`src/hw/mips_consts.svh`:
```
`ifndef MIPS_CONSTS_SVH
`define MIPS_CONSTS_SVH

`define MIPS_RESET_VECTOR 32'hBFC0_0000
`define MIPS_HALT_ADDR    32'h0000_0000
`define MIPS_NUM_REGS     32

// primary opcode field, instr[31:26].
`define MIPS_OP_RTYPE 6'h00
`define MIPS_OP_J     6'h02
`define MIPS_OP_BEQ   6'h04
`define MIPS_OP_BNE   6'h05
`define MIPS_OP_ADDIU 6'h09
`define MIPS_OP_ORI   6'h0D
`define MIPS_OP_LUI   6'h0F
`define MIPS_OP_LB    6'h20
`define MIPS_OP_LW    6'h23
`define MIPS_OP_LBU   6'h24
`define MIPS_OP_SB    6'h28
`define MIPS_OP_SW    6'h2B

// funct field for R-type, instr[5:0].
`define MIPS_FN_SLL  6'h00
`define MIPS_FN_SRL  6'h02
`define MIPS_FN_SRA  6'h03
`define MIPS_FN_JR   6'h08
`define MIPS_FN_ADDU 6'h21
`define MIPS_FN_SUBU 6'h23
`define MIPS_FN_AND  6'h24
`define MIPS_FN_OR   6'h25
`define MIPS_FN_XOR  6'h26
`define MIPS_FN_SLT  6'h2A

`endif
```
`src/hw/mips_pkg.sv`:
```
package mips_pkg;

    typedef logic [31:0] word_t;      // data or address word.
    typedef logic [4:0]  reg_addr_t;  // register index.
    typedef logic [5:0]  opcode_t;
    typedef logic [5:0]  funct_t;

    typedef enum logic [1:0] {
        STATE_FETCH,
        STATE_EXECUTE,
        STATE_MEMORY
    } cpu_state_t;

    typedef enum logic [3:0] {
        ALU_ADD,
        ALU_SUB,
        ALU_AND,
        ALU_OR,
        ALU_XOR,
        ALU_SLT,
        ALU_SLL,
        ALU_SRL,
        ALU_SRA,
        ALU_LUI
    } alu_op_t;

    typedef enum logic [2:0] {
        MEM_NONE,
        MEM_LW,
        MEM_LB,
        MEM_LBU,
        MEM_SW,
        MEM_SB
    } mem_kind_t;

    typedef enum logic [2:0] {
        BR_NONE,
        BR_EQ,
        BR_NE,
        BR_J,
        BR_JR
    } branch_kind_t;

    typedef struct packed {
        reg_addr_t    rs;
        reg_addr_t    rt;
        reg_addr_t    dest;         // rd for R-type, rt otherwise.
        word_t        imm;          // already extended or shifted.
        alu_op_t      alu_op;
        logic         alu_b_imm;    // operand b is imm, not rt.
        logic         shift_imm;    // shift amount from shamt field.
        logic         reg_write;
        mem_kind_t    mem_kind;
        branch_kind_t branch_kind;
        logic [25:0]  jump_target;
    } decoded_instr_t;

    // bus is little-endian, core is big-endian.
    function automatic word_t byte_swap(input word_t w);
        return {w[7:0], w[15:8], w[23:16], w[31:24]};
    endfunction

endpackage

```
`src/hw/mips_cpu_bus.sv`:
```
`timescale 1ns/1ps
`include "mips_consts.svh"

module mips_cpu_bus
    import mips_pkg::*;
(
    input  logic       clk,
    input  logic       reset,
    output logic       active,
    output word_t      register_v0,
    output word_t      address,
    output logic       read,
    output logic       write,
    input  logic       waitrequest,
    output word_t      writedata,
    output logic [3:0] byteenable,
    input  word_t      readdata
);
    cpu_state_t     state;
    word_t          pc;
    word_t          ir;
    logic           ir_fresh;        // readdata holds the instruction this cycle.
    word_t          branch_target;
    logic           branch_pending;
    word_t          instr_word;
    decoded_instr_t dec;
    word_t          rs_val;
    word_t          rt_val;
    word_t          alu_b;
    logic [4:0]     alu_shamt;
    word_t          alu_result;
    logic           alu_equal;
    logic           reg_write_en;
    word_t          reg_write_data;
    word_t          load_value;
    logic [3:0]     ls_byteenable;
    logic           is_load;
    logic           is_store;
    logic           branch_taken;
    word_t          branch_dest;

    assign instr_word = (state == STATE_EXECUTE && ir_fresh) ? byte_swap(readdata) : ir;
    assign is_load    = dec.mem_kind inside {MEM_LW, MEM_LB, MEM_LBU};
    assign is_store   = dec.mem_kind inside {MEM_SW, MEM_SB};
    assign active     = !(state == STATE_FETCH && pc == `MIPS_HALT_ADDR);

    assign alu_b     = dec.alu_b_imm ? dec.imm : rt_val;
    assign alu_shamt = dec.shift_imm ? instr_word[10:6] : rs_val[4:0];

    // loads write back one cycle after the read is accepted.
    assign reg_write_en   = (state == STATE_EXECUTE && dec.reg_write && !is_load) ||
                            (state == STATE_MEMORY);
    assign reg_write_data = (state == STATE_MEMORY) ? load_value : alu_result;

    assign read       = (state == STATE_FETCH && active) || (state == STATE_EXECUTE && is_load);
    assign write      = (state == STATE_EXECUTE && is_store);
    assign address    = (state == STATE_FETCH) ? pc : {alu_result[31:2], 2'b00};
    assign byteenable = (state == STATE_FETCH) ? 4'b1111 : ls_byteenable;

    // pc already points at the delay slot here.
    always_comb begin
        case (dec.branch_kind)
            BR_EQ: begin
                branch_taken = alu_equal;
                branch_dest  = pc + {dec.imm[29:0], 2'b00};
            end
            BR_NE: begin
                branch_taken = !alu_equal;
                branch_dest  = pc + {dec.imm[29:0], 2'b00};
            end
            BR_J: begin
                branch_taken = 1'b1;
                branch_dest  = {pc[31:28], dec.jump_target, 2'b00};
            end
            BR_JR: begin
                branch_taken = 1'b1;
                branch_dest  = rs_val;
            end
            default: begin
                branch_taken = 1'b0;
                branch_dest  = pc;
            end
        endcase
    end

    always_ff @(posedge clk) begin
        if (reset) begin
            state          <= STATE_FETCH;
            pc             <= `MIPS_RESET_VECTOR;
            ir_fresh       <= 1'b0;
            branch_pending <= 1'b0;
        end else if (active) begin    // halted core freezes.
            case (state)
                STATE_FETCH: begin
                    if (!waitrequest) begin
                        pc       <= pc + 32'd4;
                        ir_fresh <= 1'b1;
                        state    <= STATE_EXECUTE;
                    end
                end
                STATE_EXECUTE: begin
                    ir       <= instr_word;
                    ir_fresh <= 1'b0;
                    if (branch_pending) begin       // delay slot runs now.
                        pc             <= branch_target;
                        branch_pending <= 1'b0;
                    end else if (branch_taken) begin
                        branch_target  <= branch_dest;
                        branch_pending <= 1'b1;
                    end
                    if (is_load) begin
                        if (!waitrequest) begin
                            state <= STATE_MEMORY;
                        end
                    end else if (is_store) begin
                        if (!waitrequest) begin
                            state <= STATE_FETCH;
                        end
                    end else begin
                        state <= STATE_FETCH;
                    end
                end
                STATE_MEMORY: state <= STATE_FETCH;
                default:      state <= STATE_FETCH;
            endcase
        end
    end

    mips_decoder i_mips_decoder (
        .instr (instr_word),
        .dec   (dec)
    );

    mips_reg_file i_mips_reg_file (
        .clk         (clk),
        .reset       (reset),
        .rs_addr     (dec.rs),
        .rt_addr     (dec.rt),
        .write_addr  (dec.dest),
        .write_en    (reg_write_en),
        .write_data  (reg_write_data),
        .rs_val      (rs_val),
        .rt_val      (rt_val),
        .register_v0 (register_v0)
    );

    mips_alu i_mips_alu (
        .a      (rs_val),
        .b      (alu_b),
        .shamt  (alu_shamt),
        .op     (dec.alu_op),
        .result (alu_result),
        .equal  (alu_equal)
    );

    mips_load_store i_mips_load_store (
        .kind          (dec.mem_kind),
        .byte_sel      (alu_result[1:0]),
        .rt_val        (rt_val),
        .bus_readdata  (readdata),
        .bus_writedata (writedata),
        .byteenable    (ls_byteenable),
        .load_value    (load_value)
    );

    read_write_exclusive: assert property (@(posedge clk) disable iff (reset)
        !(read && write));

    // a stalled command keeps its address and kind until accepted.
    command_held: assert property (@(posedge clk) disable iff (reset)
        (read || write) && waitrequest |=> $stable(address) && $stable(read) &&
        $stable(write));

endmodule

```
`src/hw/mips_load_store.sv`:
```
`timescale 1ns/1ps

module mips_load_store
    import mips_pkg::*;
(
    input  mem_kind_t  kind,
    input  logic [1:0] byte_sel,
    input  word_t      rt_val,
    input  word_t      bus_readdata,
    output word_t      bus_writedata,
    output logic [3:0] byteenable,
    output word_t      load_value
);
    word_t      core_rdata;
    word_t      core_wdata;
    logic [3:0] core_lanes;   // bit 3 is byte offset 0.
    logic [7:0] sel_byte;

    assign core_rdata    = byte_swap(bus_readdata);
    assign bus_writedata = byte_swap(core_wdata);
    assign byteenable    = {core_lanes[0], core_lanes[1], core_lanes[2], core_lanes[3]};

    always_comb begin
        case (byte_sel)
            2'd0:    sel_byte = core_rdata[31:24];
            2'd1:    sel_byte = core_rdata[23:16];
            2'd2:    sel_byte = core_rdata[15:8];
            default: sel_byte = core_rdata[7:0];
        endcase
    end

    always_comb begin
        case (kind)
            MEM_SB, MEM_LB, MEM_LBU: core_lanes = 4'b1000 >> byte_sel;
            default:                 core_lanes = 4'b1111;
        endcase
    end

    // lane selection does the placement, so the byte goes everywhere.
    assign core_wdata = (kind == MEM_SB) ? {4{rt_val[7:0]}} : rt_val;

    always_comb begin
        case (kind)
            MEM_LB:  load_value = {{24{sel_byte[7]}}, sel_byte};
            MEM_LBU: load_value = {24'h000000, sel_byte};
            default: load_value = core_rdata;
        endcase
    end

    always_comb begin
        if (kind == MEM_SW || kind == MEM_SB) begin
            store_lanes_set: assert (byteenable != 4'b0000)
                else $error("store with no byte lane enabled.");
        end
    end

endmodule

```
`src/hw/mips_alu.sv`:
```
`timescale 1ns/1ps

module mips_alu
    import mips_pkg::*;
(
    input  word_t      a,
    input  word_t      b,
    input  logic [4:0] shamt,
    input  alu_op_t    op,
    output word_t      result,
    output logic       equal
);
    logic less_signed;

    assign less_signed = $signed(a) < $signed(b);
    assign equal       = (a == b);  // used by beq and bne.

    always_comb begin
        case (op)
            ALU_ADD: result = a + b;
            ALU_SUB: result = a - b;
            ALU_AND: result = a & b;
            ALU_OR:  result = a | b;
            ALU_XOR: result = a ^ b;
            ALU_SLT: result = {31'b0, less_signed};
            ALU_SLL: result = b << shamt;     // shifts act on rt.
            ALU_SRL: result = b >> shamt;
            ALU_SRA: result = $signed(b) >>> shamt;
            ALU_LUI: result = b;              // imm arrives pre-shifted.
            default: result = a + b;
        endcase
    end

endmodule

```
`src/hw/mips_reg_file.sv`:
```
`timescale 1ns/1ps
`include "mips_consts.svh"

module mips_reg_file
    import mips_pkg::*;
(
    input  logic      clk,
    input  logic      reset,
    input  reg_addr_t rs_addr,
    input  reg_addr_t rt_addr,
    input  reg_addr_t write_addr,
    input  logic      write_en,
    input  word_t     write_data,
    output word_t     rs_val,
    output word_t     rt_val,
    output word_t     register_v0
);
    word_t regs [`MIPS_NUM_REGS];

    always_ff @(posedge clk) begin
        if (reset) begin
            for (int i = 0; i < `MIPS_NUM_REGS; i++) begin
                regs[i] <= '0;
            end
        end else if (write_en && write_addr != 5'd0) begin  // $zero stays zero.
            regs[write_addr] <= write_data;
        end
    end

    assign rs_val      = regs[rs_addr];
    assign rt_val      = regs[rt_addr];
    assign register_v0 = regs[2];  // $v0.

endmodule

```
`src/hw/mips_decoder.sv`:
```
`timescale 1ns/1ps
`include "mips_consts.svh"

module mips_decoder
    import mips_pkg::*;
(
    input  word_t          instr,
    output decoded_instr_t dec
);
    opcode_t opcode;
    funct_t  funct;
    word_t   imm_sign;
    word_t   imm_zero;
    word_t   imm_upper;

    assign opcode    = instr[31:26];
    assign funct     = instr[5:0];
    assign imm_sign  = {{16{instr[15]}}, instr[15:0]};
    assign imm_zero  = {16'h0000, instr[15:0]};
    assign imm_upper = {instr[15:0], 16'h0000};

    always_comb begin
        dec             = '0;           // anything unknown is a nop.
        dec.rs          = instr[25:21];
        dec.rt          = instr[20:16];
        dec.dest        = instr[20:16];
        dec.imm         = imm_sign;
        dec.alu_op      = ALU_ADD;
        dec.mem_kind    = MEM_NONE;
        dec.branch_kind = BR_NONE;
        dec.jump_target = instr[25:0];

        case (opcode)
            `MIPS_OP_RTYPE: begin
                dec.dest      = instr[15:11];
                dec.reg_write = 1'b1;
                case (funct)
                    `MIPS_FN_ADDU: dec.alu_op = ALU_ADD;
                    `MIPS_FN_SUBU: dec.alu_op = ALU_SUB;
                    `MIPS_FN_AND:  dec.alu_op = ALU_AND;
                    `MIPS_FN_OR:   dec.alu_op = ALU_OR;
                    `MIPS_FN_XOR:  dec.alu_op = ALU_XOR;
                    `MIPS_FN_SLT:  dec.alu_op = ALU_SLT;
                    `MIPS_FN_SLL: begin
                        dec.alu_op    = ALU_SLL;
                        dec.shift_imm = 1'b1;
                    end
                    `MIPS_FN_SRL: begin
                        dec.alu_op    = ALU_SRL;
                        dec.shift_imm = 1'b1;
                    end
                    `MIPS_FN_SRA: begin
                        dec.alu_op    = ALU_SRA;
                        dec.shift_imm = 1'b1;
                    end
                    `MIPS_FN_JR: begin
                        dec.reg_write   = 1'b0;
                        dec.branch_kind = BR_JR;
                    end
                    default: dec.reg_write = 1'b0;
                endcase
            end
            `MIPS_OP_J:   dec.branch_kind = BR_J;
            `MIPS_OP_BEQ: begin
                dec.alu_op      = ALU_SUB;  // only the equal flag matters.
                dec.branch_kind = BR_EQ;
            end
            `MIPS_OP_BNE: begin
                dec.alu_op      = ALU_SUB;
                dec.branch_kind = BR_NE;
            end
            `MIPS_OP_ADDIU: begin
                dec.alu_b_imm = 1'b1;
                dec.reg_write = 1'b1;
            end
            `MIPS_OP_ORI: begin
                dec.imm       = imm_zero;
                dec.alu_op    = ALU_OR;
                dec.alu_b_imm = 1'b1;
                dec.reg_write = 1'b1;
            end
            `MIPS_OP_LUI: begin
                dec.imm       = imm_upper;
                dec.alu_op    = ALU_LUI;
                dec.alu_b_imm = 1'b1;
                dec.reg_write = 1'b1;
            end
            `MIPS_OP_LW, `MIPS_OP_LB, `MIPS_OP_LBU: begin
                dec.alu_b_imm = 1'b1;
                dec.reg_write = 1'b1;       // written in the memory state.
                dec.mem_kind  = (opcode == `MIPS_OP_LW) ? MEM_LW :
                                (opcode == `MIPS_OP_LB) ? MEM_LB : MEM_LBU;
            end
            `MIPS_OP_SW: begin
                dec.alu_b_imm = 1'b1;
                dec.mem_kind  = MEM_SW;
            end
            `MIPS_OP_SB: begin
                dec.alu_b_imm = 1'b1;
                dec.mem_kind  = MEM_SB;
            end
            default: dec.reg_write = 1'b0;
        endcase
    end

endmodule

```
`config.mk`:
```
export PLATFORM = sky130hd
export DESIGN_NAME = mips_cpu_bus
export DESIGN_NICKNAME = d
export VERILOG_FILES = /design/src/hw/mips_pkg.sv /design/src/hw/mips_cpu_bus.sv /design/src/hw/mips_load_store.sv /design/src/hw/mips_alu.sv /design/src/hw/mips_reg_file.sv /design/src/hw/mips_decoder.sv
export VERILOG_INCLUDE_DIRS = /design/src /design/src/hw
export SDC_FILE = /design/constraint.sdc
export NUM_CORES = 2
export LEC_CHECK = 0
export BUFFER_PORTS_ARGS = -buffer_cell sky130_fd_sc_hd__buf_4
export CORE_UTILIZATION = 25
export DETAILED_ROUTE_END_ITERATION = 6
export SYNTH_ARGS = -nofsm -noshare
export SYNTH_HDL_FRONTEND = slang
export SYNTH_SLANG_ARGS = --single-unit
```
`constraint.sdc`:
```
create_clock -name clk -period 9.35 [get_ports clk]
set_input_delay 0.4675 -clock clk [delete_from_list [all_inputs] [get_ports clk]]
set_output_delay 0.4675 -clock clk [all_outputs]
set_load 0.01 [all_outputs]
```
Word-level counts from Yosys, hierarchy flattened
Memory sizes are Yosys's and may differ from the RTL's.
Cells that the tools add are included.
{"block": "classes", "n_addsub": 4, "mul": 0, "div_mod_pow": 0, "n_lt_le_gt_ge": 1, "eq_ne": 47, "shift": 4, "n_mux": 48, "n_bitwise": 6, "reduce_logical": 38}
{"op": "one-hot mux 32 bit (9 select lines)", "n": 1}
{"op": "2-to-1 mux 32 bit", "n": 8}
{"op": "one-hot mux 32 bit (2 select lines)", "n": 3}
{"op": "one-hot mux 32 bit (3 select lines)", "n": 1}
{"op": "equality test 6 bit (second input constant)", "n": 11}
{"op": "adder 32 bit", "n": 2}
{"op": "adder 32 x 3 -> 32 bit (second input constant)", "n": 1}
{"op": "bitwise AND 32 bit", "n": 1}
{"op": "equality test 32 bit", "n": 1}
{"op": "logical NOT 32 bit", "n": 1}
{"op": "< comparator 32 bit", "n": 1}
{"op": "bitwise OR 32 bit", "n": 1}
{"op": "one-hot mux 4 bit (8 select lines)", "n": 1}
{"op": "OR reduction 32 bit", "n": 1}
{"op": "left shift 32 x 5 -> 32 bit", "n": 1}
{"op": ">> shifter 32 x 5 -> 32 bit", "n": 1}
{"op": ">>> shifter 32 x 5 -> 32 bit", "n": 1}
{"op": "subtractor 32 bit", "n": 1}
{"op": "XOR 32 bit", "n": 1}
{"op": "equality test 6 x 4 -> 1 bit (second input constant)", "n": 4}
{"op": "one-hot mux 8 bit (3 select lines)", "n": 1}
{"op": "equality test 6 x 2 -> 1 bit (second input constant)", "n": 3}
{"op": "equality test 4 x 3 -> 1 bit (second input constant)", "n": 4}
{"op": "one-hot mux 4 bit (4 select lines)", "n": 1}
{"op": "other kinds (40)", "n": 96}
{"block": "totals", "register_bits": 100, "latchBits": 0, "ramBits": 1024, "mem_bits_ro": 0, "in_bits": 35, "output_inout_bits": 103, "word_cells": 155, "mem_count": 1}
{"memory": "i_mips_reg_file.regs", "depth": 32, "word_bits": 32, "rd": 3, "rd_ports_with_merged_regs": 0, "wr": 32, "line_no": "mips_reg_file.sv:18", "text": "word_t regs [`MIPS_NUM_REGS];"}

Logic depth before layout (Yosys ltp)
{"block": "depth", "ltp_word": 18, "ltp_mapped": 35, "mapped_depth_nobuf": 26}

By module
A second synthesis with hierarchy kept.
{"block": "hier_totals", "cells_unflattened": 7179, "hier_area_um2": 75212.1}
{"module": "mips_reg_file", "instances": 1, "cells_per_inst": 4606, "area_each_um2": 55998.7, "seq_area_each_um2": 30749.5}
{"module": "mips_alu", "instances": 1, "cells_per_inst": 1294, "area_each_um2": 8871.0, "seq_area_each_um2": 0.0}
{"module": "mips_cpu_bus", "instances": 1, "cells_per_inst": 946, "area_each_um2": 8324.2, "seq_area_each_um2": 2642.5}
{"module": "mips_decoder", "instances": 1, "cells_per_inst": 150, "area_each_um2": 1061.0, "seq_area_each_um2": 0.0}
{"module": "mips_load_store", "instances": 1, "cells_per_inst": 183, "area_each_um2": 957.2, "seq_area_each_um2": 0.0}

Worst setup path after synthesis
Ideal clock, no wire load.
{"block": "synth_path", "path_kind": "input-to-reg", "startpoint": "input port readdata[13]", "endpoint": "register branch_target[0], enable pin", "setup_ps": 508, "arrival_time_ps": 8422, "required_time_ps": 8842, "setup_slack_ps": 420, "stages": 23, "n_path_buf": 10, "path_cell_list": "and4b_1 clkbuf_1 a21oi_4 buf_4 buf_4 buf_4 buf_2 clkbuf_1 clkbuf_1 buf_1 clkbuf_1 nand2_1 a311oi_1 nor3_1 o31ai_1 ha_1 clkbuf_1 nor4_1 nand2_1 nor4_1 xnor2_1 a21oi_1 nor4_1"}
{"block": "synth_via", "elab_chain_cells": 6}
{"item": "from (decl)", "line_no": "mips_cpu_bus.sv:17", "text": "input word_t readdata"}
{"item": "2-to-1 mux 32 bit (*)", "line_no": "mips_cpu_bus.sv:42", "text": "assign instr_word = (state == STATE_EXECUTE && ir_fresh) ? byte_swap(readdata) : ir;"}
{"item": "memory read (32 x 32 bit) (*)"}
{"item": "equality test 32 bit (*)", "line_no": "mips_alu.sv:16", "text": "assign equal = (a == b);"}
{"item": "logical NOT 1 bit", "line_no": "mips_cpu_bus.sv:68", "text": "branch_taken = !alu_equal;"}
{"item": "one-hot mux 1 bit (3 select lines) (*)", "line_no": "mips_cpu_bus.sv:62", "text": "case (dec.branch_kind)"}
{"item": "AND reduction 5 bit (no line) (*)"}
{"item": "to (signal assigned)", "line_no": "mips_cpu_bus.sv:108", "text": "branch_target <= branch_dest;"}
{"item": "to (decl)", "line_no": "mips_cpu_bus.sv:23", "text": "word_t branch_target;"}
Mark *: on every way between the ends. The rest lies on a longest branch, timed or not.
A chain may end at the register's enable or synchronous reset.

Final worst setup path
{"block": "layout_path", "startpoint": "register state[1]", "endpoint": "output port address[28]"}
{"block": "layout_via", "elab_chain_cells": 11, "elab_cells_between_ends": 54, "classes_between": "add/sub (2); eq/ne (27); shift (3); mux (11); bitwise (3); reduce/logical (7); memory (1)"}
{"item": "from (decl)", "line_no": "mips_cpu_bus.sv:19", "text": "cpu_state_t state;"}
{"item": "from (signal assigned)", "line_no": "mips_cpu_bus.sv:88", "text": "state <= STATE_FETCH;"}
{"item": "from (signal assigned)", "line_no": "mips_cpu_bus.sv:98", "text": "state <= STATE_EXECUTE;"}
{"item": "from (signal assigned)", "line_no": "mips_cpu_bus.sv:113", "text": "state <= STATE_MEMORY;"}
{"item": "branches (longest 10 deep; another with memory read (32 x 32 bit))"}
{"item": "2-to-1 mux 32 bit (*)", "line_no": "mips_cpu_bus.sv:57", "text": "assign address = (state == STATE_FETCH) ? pc : {alu_result[31:2], 2'b00};"}
{"item": "to (decl)", "line_no": "mips_cpu_bus.sv:11", "text": "output word_t address,"}
Mark *: on every way between the ends.

==> run summary <==
### Floorplan
- **full die area** 296000 um2
- **Die Wd** 544 um
- **row count** 198
- **die extent in y** 544 um
- **Boundary Pins** 138
- **effective utilization at floorplan** 0.252
- **core area** 292000 um2

### Setup path
- **slowest stage delay, CP** 0.51 ns
- **CP Capture Type** output port
- **Worst Path Required** 8.88 ns
- **maximum net fanout on the critical path** 12
- **slowest stage cell on the critical path** sky130_fd_sc_hd__dfxtp_1
- **data arrival time at the worst-slack endpoint** 8.84 ns
- **type of the worst setup path** reg2out
- **category of the worst setup path launch point** register
- **launch instance of the worst register-to-register path** state[1]
- **source of the critical timing path** state[1]
- **cell occurring most often along the worst timing path** sky130_fd_sc_hd__buf_4

### Drt
- **detail-routed net length per standard cell** 30.8 um
- **number of remaining DRC errors** 14
- **Routed met2 length** 160000 um
- **via density per instance** 5.93
- **count of routing violations after the opening detailed-route iteration** 11781
- **Detail Route met3 WL** 50900 um
- **1st-pass router iterations** 7
- **Antenna Violating Nets Remaining** 0
- **top routing layer used** met5
- **met1 WL** 135000 um
- **Total Wirelength** 375000 um
- **number of vias in the routed layout** 72199

### STA
- **Final Max Slew Viols** 0
- **minimum period implied by the final worst setup slack** 9.31 ns
- **post-route clock period utilization** 0.995
- **setup repair after global routing missed its margin** no
- **maximum achievable frequency** 107 MHz
- **worst-margin pin slew** 1.45 ns
- **post-route clock skew** 0.0766 ns
- **final setup violation count** 0
- **headroom to the max-slew limit** 0.0241
- **Final Hold Vio Count** 0
- **setup total negative slack** 0 ns
- **Post-Route Hold Slack** 0.255 ns

### Worst hold path
- **min-delay worst type** in2reg
- **hold_sp** reset

### Layout
- **Net count, final** 8339
- **layout-stage area growth over the synthesis result** 16.9%
- **area of the multi-input gates** 37000 um2
- **area taken by flip-flops and latches** 33400 um2
- **ratio of cells with drive above 1 in the final layout** 0.130
- **number of fillers in the final layout** 30749
- **finished layout cell area** 85900 um2
- **Finished Core Util** 0.294

### Power
- **fraction of power spent switching nets** 0.351
- **reported net switching power** 5.33 mW
- **combinational cell fraction of total power** 0.284
- **Internal** 9.86 mW
- **areal power density over the cells** 177 nW/um2
- **part of the total power dissipated in the clock network** 0.336
- **standby leakage power** 32.1 nW
- **sequential share of power** 0.380
- **Worst IR Drop VDD** 172 uV

### Synth
- **Synth Flop Type** sky130_fd_sc_hd__edfxtp_1
- **number of enable flip-flop cells after synthesis** 1088
- **Commonest cells post-synth** 1665 x sky130_fd_sc_hd__nand2_1, 1088 x sky130_fd_sc_hd__edfxtp_1, 968 x sky130_fd_sc_hd__a21oi_1
- **area fraction of the dominant cell type after synthesis** 0.444
- **area of the mapped netlist** 73500 um2
- **Ys Warns** 0
- **dominant cell by count in the synthesized netlist** sky130_fd_sc_hd__nand2_1
- **average instance area after synthesis** 8.99 um2
- **Yosys cell types** 107
- **sequential element share of the synthesized area** 0.454
- **Mapped Cells** 8180
- **top cell type by total area after synthesis** sky130_fd_sc_hd__edfxtp_1
- **share of synthesized flip-flops with an asynchronous set or reset** 0
- **Area contributors post-synth** sky130_fd_sc_hd__edfxtp_1 44%, sky130_fd_sc_hd__nand2_1 8.5%, sky130_fd_sc_hd__mux2i_1 7.6%, sky130_fd_sc_hd__a21oi_1 6.6%, sky130_fd_sc_hd__nor2_1 2.9%
- **number of flip-flops and latches in the synthesized netlist** 1124

### GRT
- **pin count of the biggest net entering global routing** 95
- **total overflow reported by the global router** 0
- **global-route wire length before repair** 516000 um
- **antenna violations before repair** 23
- **number of global-route vias before repair** 65602
- **combined global-route utilization of all metal layers** 0.243

### Clock tree
- **CTS H-tree depth** 3
- **Clock Latency Late Sink** 0.83 ns
- **clock-pin slew on the worst setup and hold paths** 0.06 ns
- **total clock sinks** 1124
- **Root Buffer** sky130_fd_sc_hd__clkbuf_16
- **CTS tree** built
- **largest buffer count on any clock path** 3
- **total clock buffers created by CTS** 120

### Place
- **Final GP Congestion** 1.05
- **instance area after placement** 81600 um2
- **HPWL Detailed** 251000 um
- **input/output buffers** 137

### Run status
- **failing checks** DRC
- **status** finished with violations

### Flow run
- **maxcap violations** 0

## worst max-delay path: cells and delay by family (launching register included)
kind                     cells  cell delay [ns]
buffers and inverters       10             2.28
AO/OA/AOI/OAI               13             3.67
multiplexers                 1             0.32
adder cells (fa/ha/maj)      1             0.27
flip-flops                   1             0.51
AND/OR/NAND/NOR              5             0.80
XOR/XNOR                     1             0.21
## power by group through the flow
stage / Sequential (mW) / Clock (mW) / Combinational (mW)
global placement: 5.88 / 0 / 4.10
CTS: 5.77 / 5.10 / 4.10
detailed placement: 5.88 / 0 / 4.08
finish: 5.78 / 5.10 / 4.31
floorplan: 5.85 / 0 / 2.07
global route: 5.79 / 5.29 / 4.35
## final timing paths
kind	to	slack (ns)	cells past startpoint
min reg2reg	pc[0]	0.51	2
min	i_mips_reg_file.regs[0][31]	0.25	1
max reg2reg	i_mips_reg_file.regs[1][16]	0.70	29
max	address[28]	0.04	31
## area by class of cell
type                       count  area share
tap                         3900      0.0568
inverter                     159     0.00737
sequential                  1124       0.389
clock buffer                 142      0.0374
antenna                       10    0.000291
multi-input combinational   6129       0.431
timing repair buffer         639      0.0680
clock inverter                81      0.0104
## kinds of logic (layout without fill, tap and decap cells)
| logic type | Yosys count | after routing | synth area share |
|---|---|---|---|
| simple gates | 3145 | 3145 | 0.184 |
| mux | 611 | 611 | 0.0871 |
| buf+inv | 958 | 1021 | 0.0552 |
| compound gates | 2158 | 2158 | 0.190 |
| fa+ha+maj | 131 | 131 | 0.0226 |
| flops | 1124 | 1124 | 0.454 |
| other cells | 1 | 42 | 0.0000510 |
| xor+xnor | 52 | 52 | 0.00620 |
## timing repair
item | CTS | global route
pin swaps | 1 | 4
setup buffers | 1 | 7
gates resized for setup | 4 | 15
hold endpoints to repair | 1 | 0
hold buffers | 1 | 0
endpoints found under the setup margin | 4 | 15
## flip-flops by register name, indices dropped and copies added (netlist names)
register,count
i_mips_reg_file.regs,1024
ir,32
ir_fresh,1
state,2
branch_target,32
branch_pending,1
pc,32
## layer usage
metal  up-vias  GRT usage
li1      30109          -
met1     35107      0.302
met2      5705      0.367
met3      1256     0.0678
met4        22      0.155
met5         -          0
## metrics by stage
step / setup WS (ns) / power, mW / instances
final: 0.0424 / 15.2 / 12184
after CTS: 0.0228 / 15.0 / 12167
after detailed placement: 0.592 / 9.96 / 11942
after global placement: 0.572 / 9.98 / 11942
after floorplan: 0.420 / 7.92 / 8211
after global routing: 0.0262 / 15.4 / 12176
## cells in the final DEF (no fill, tap or decap), types with 22 or more instances in the layout
cell and instances:
sky130_fd_sc_hd__a211oi_1 109, sky130_fd_sc_hd__a21o_1 29, sky130_fd_sc_hd__a21oi_1 961, sky130_fd_sc_hd__a221oi_1 53, sky130_fd_sc_hd__a222oi_1 22, sky130_fd_sc_hd__a22oi_1 44
sky130_fd_sc_hd__a311oi_1 214, sky130_fd_sc_hd__a31oi_1 73, sky130_fd_sc_hd__a32oi_1 32, sky130_fd_sc_hd__and3_1 193, sky130_fd_sc_hd__buf_12 83, sky130_fd_sc_hd__buf_4 554
sky130_fd_sc_hd__clkbuf_16 124, sky130_fd_sc_hd__clkinv_1 32, sky130_fd_sc_hd__clkinv_2 24, sky130_fd_sc_hd__conb_1 32, sky130_fd_sc_hd__dfxtp_1 36, sky130_fd_sc_hd__edfxtp_1 1088
sky130_fd_sc_hd__ha_1 128, sky130_fd_sc_hd__inv_1 139, sky130_fd_sc_hd__mux2_2 31, sky130_fd_sc_hd__mux2i_1 551, sky130_fd_sc_hd__nand2_1 1608, sky130_fd_sc_hd__nand2_2 55
sky130_fd_sc_hd__nand3_1 419, sky130_fd_sc_hd__nand4_1 39, sky130_fd_sc_hd__nor2_1 553, sky130_fd_sc_hd__nor2b_1 43, sky130_fd_sc_hd__nor3_1 92, sky130_fd_sc_hd__o211ai_1 59
sky130_fd_sc_hd__o21a_1 32, sky130_fd_sc_hd__o21ai_0 181, sky130_fd_sc_hd__o22ai_1 36, sky130_fd_sc_hd__o311ai_0 22, sky130_fd_sc_hd__o31ai_1 35, sky130_fd_sc_hd__xnor2_1 43
Power figures use the tool's default switching activity.
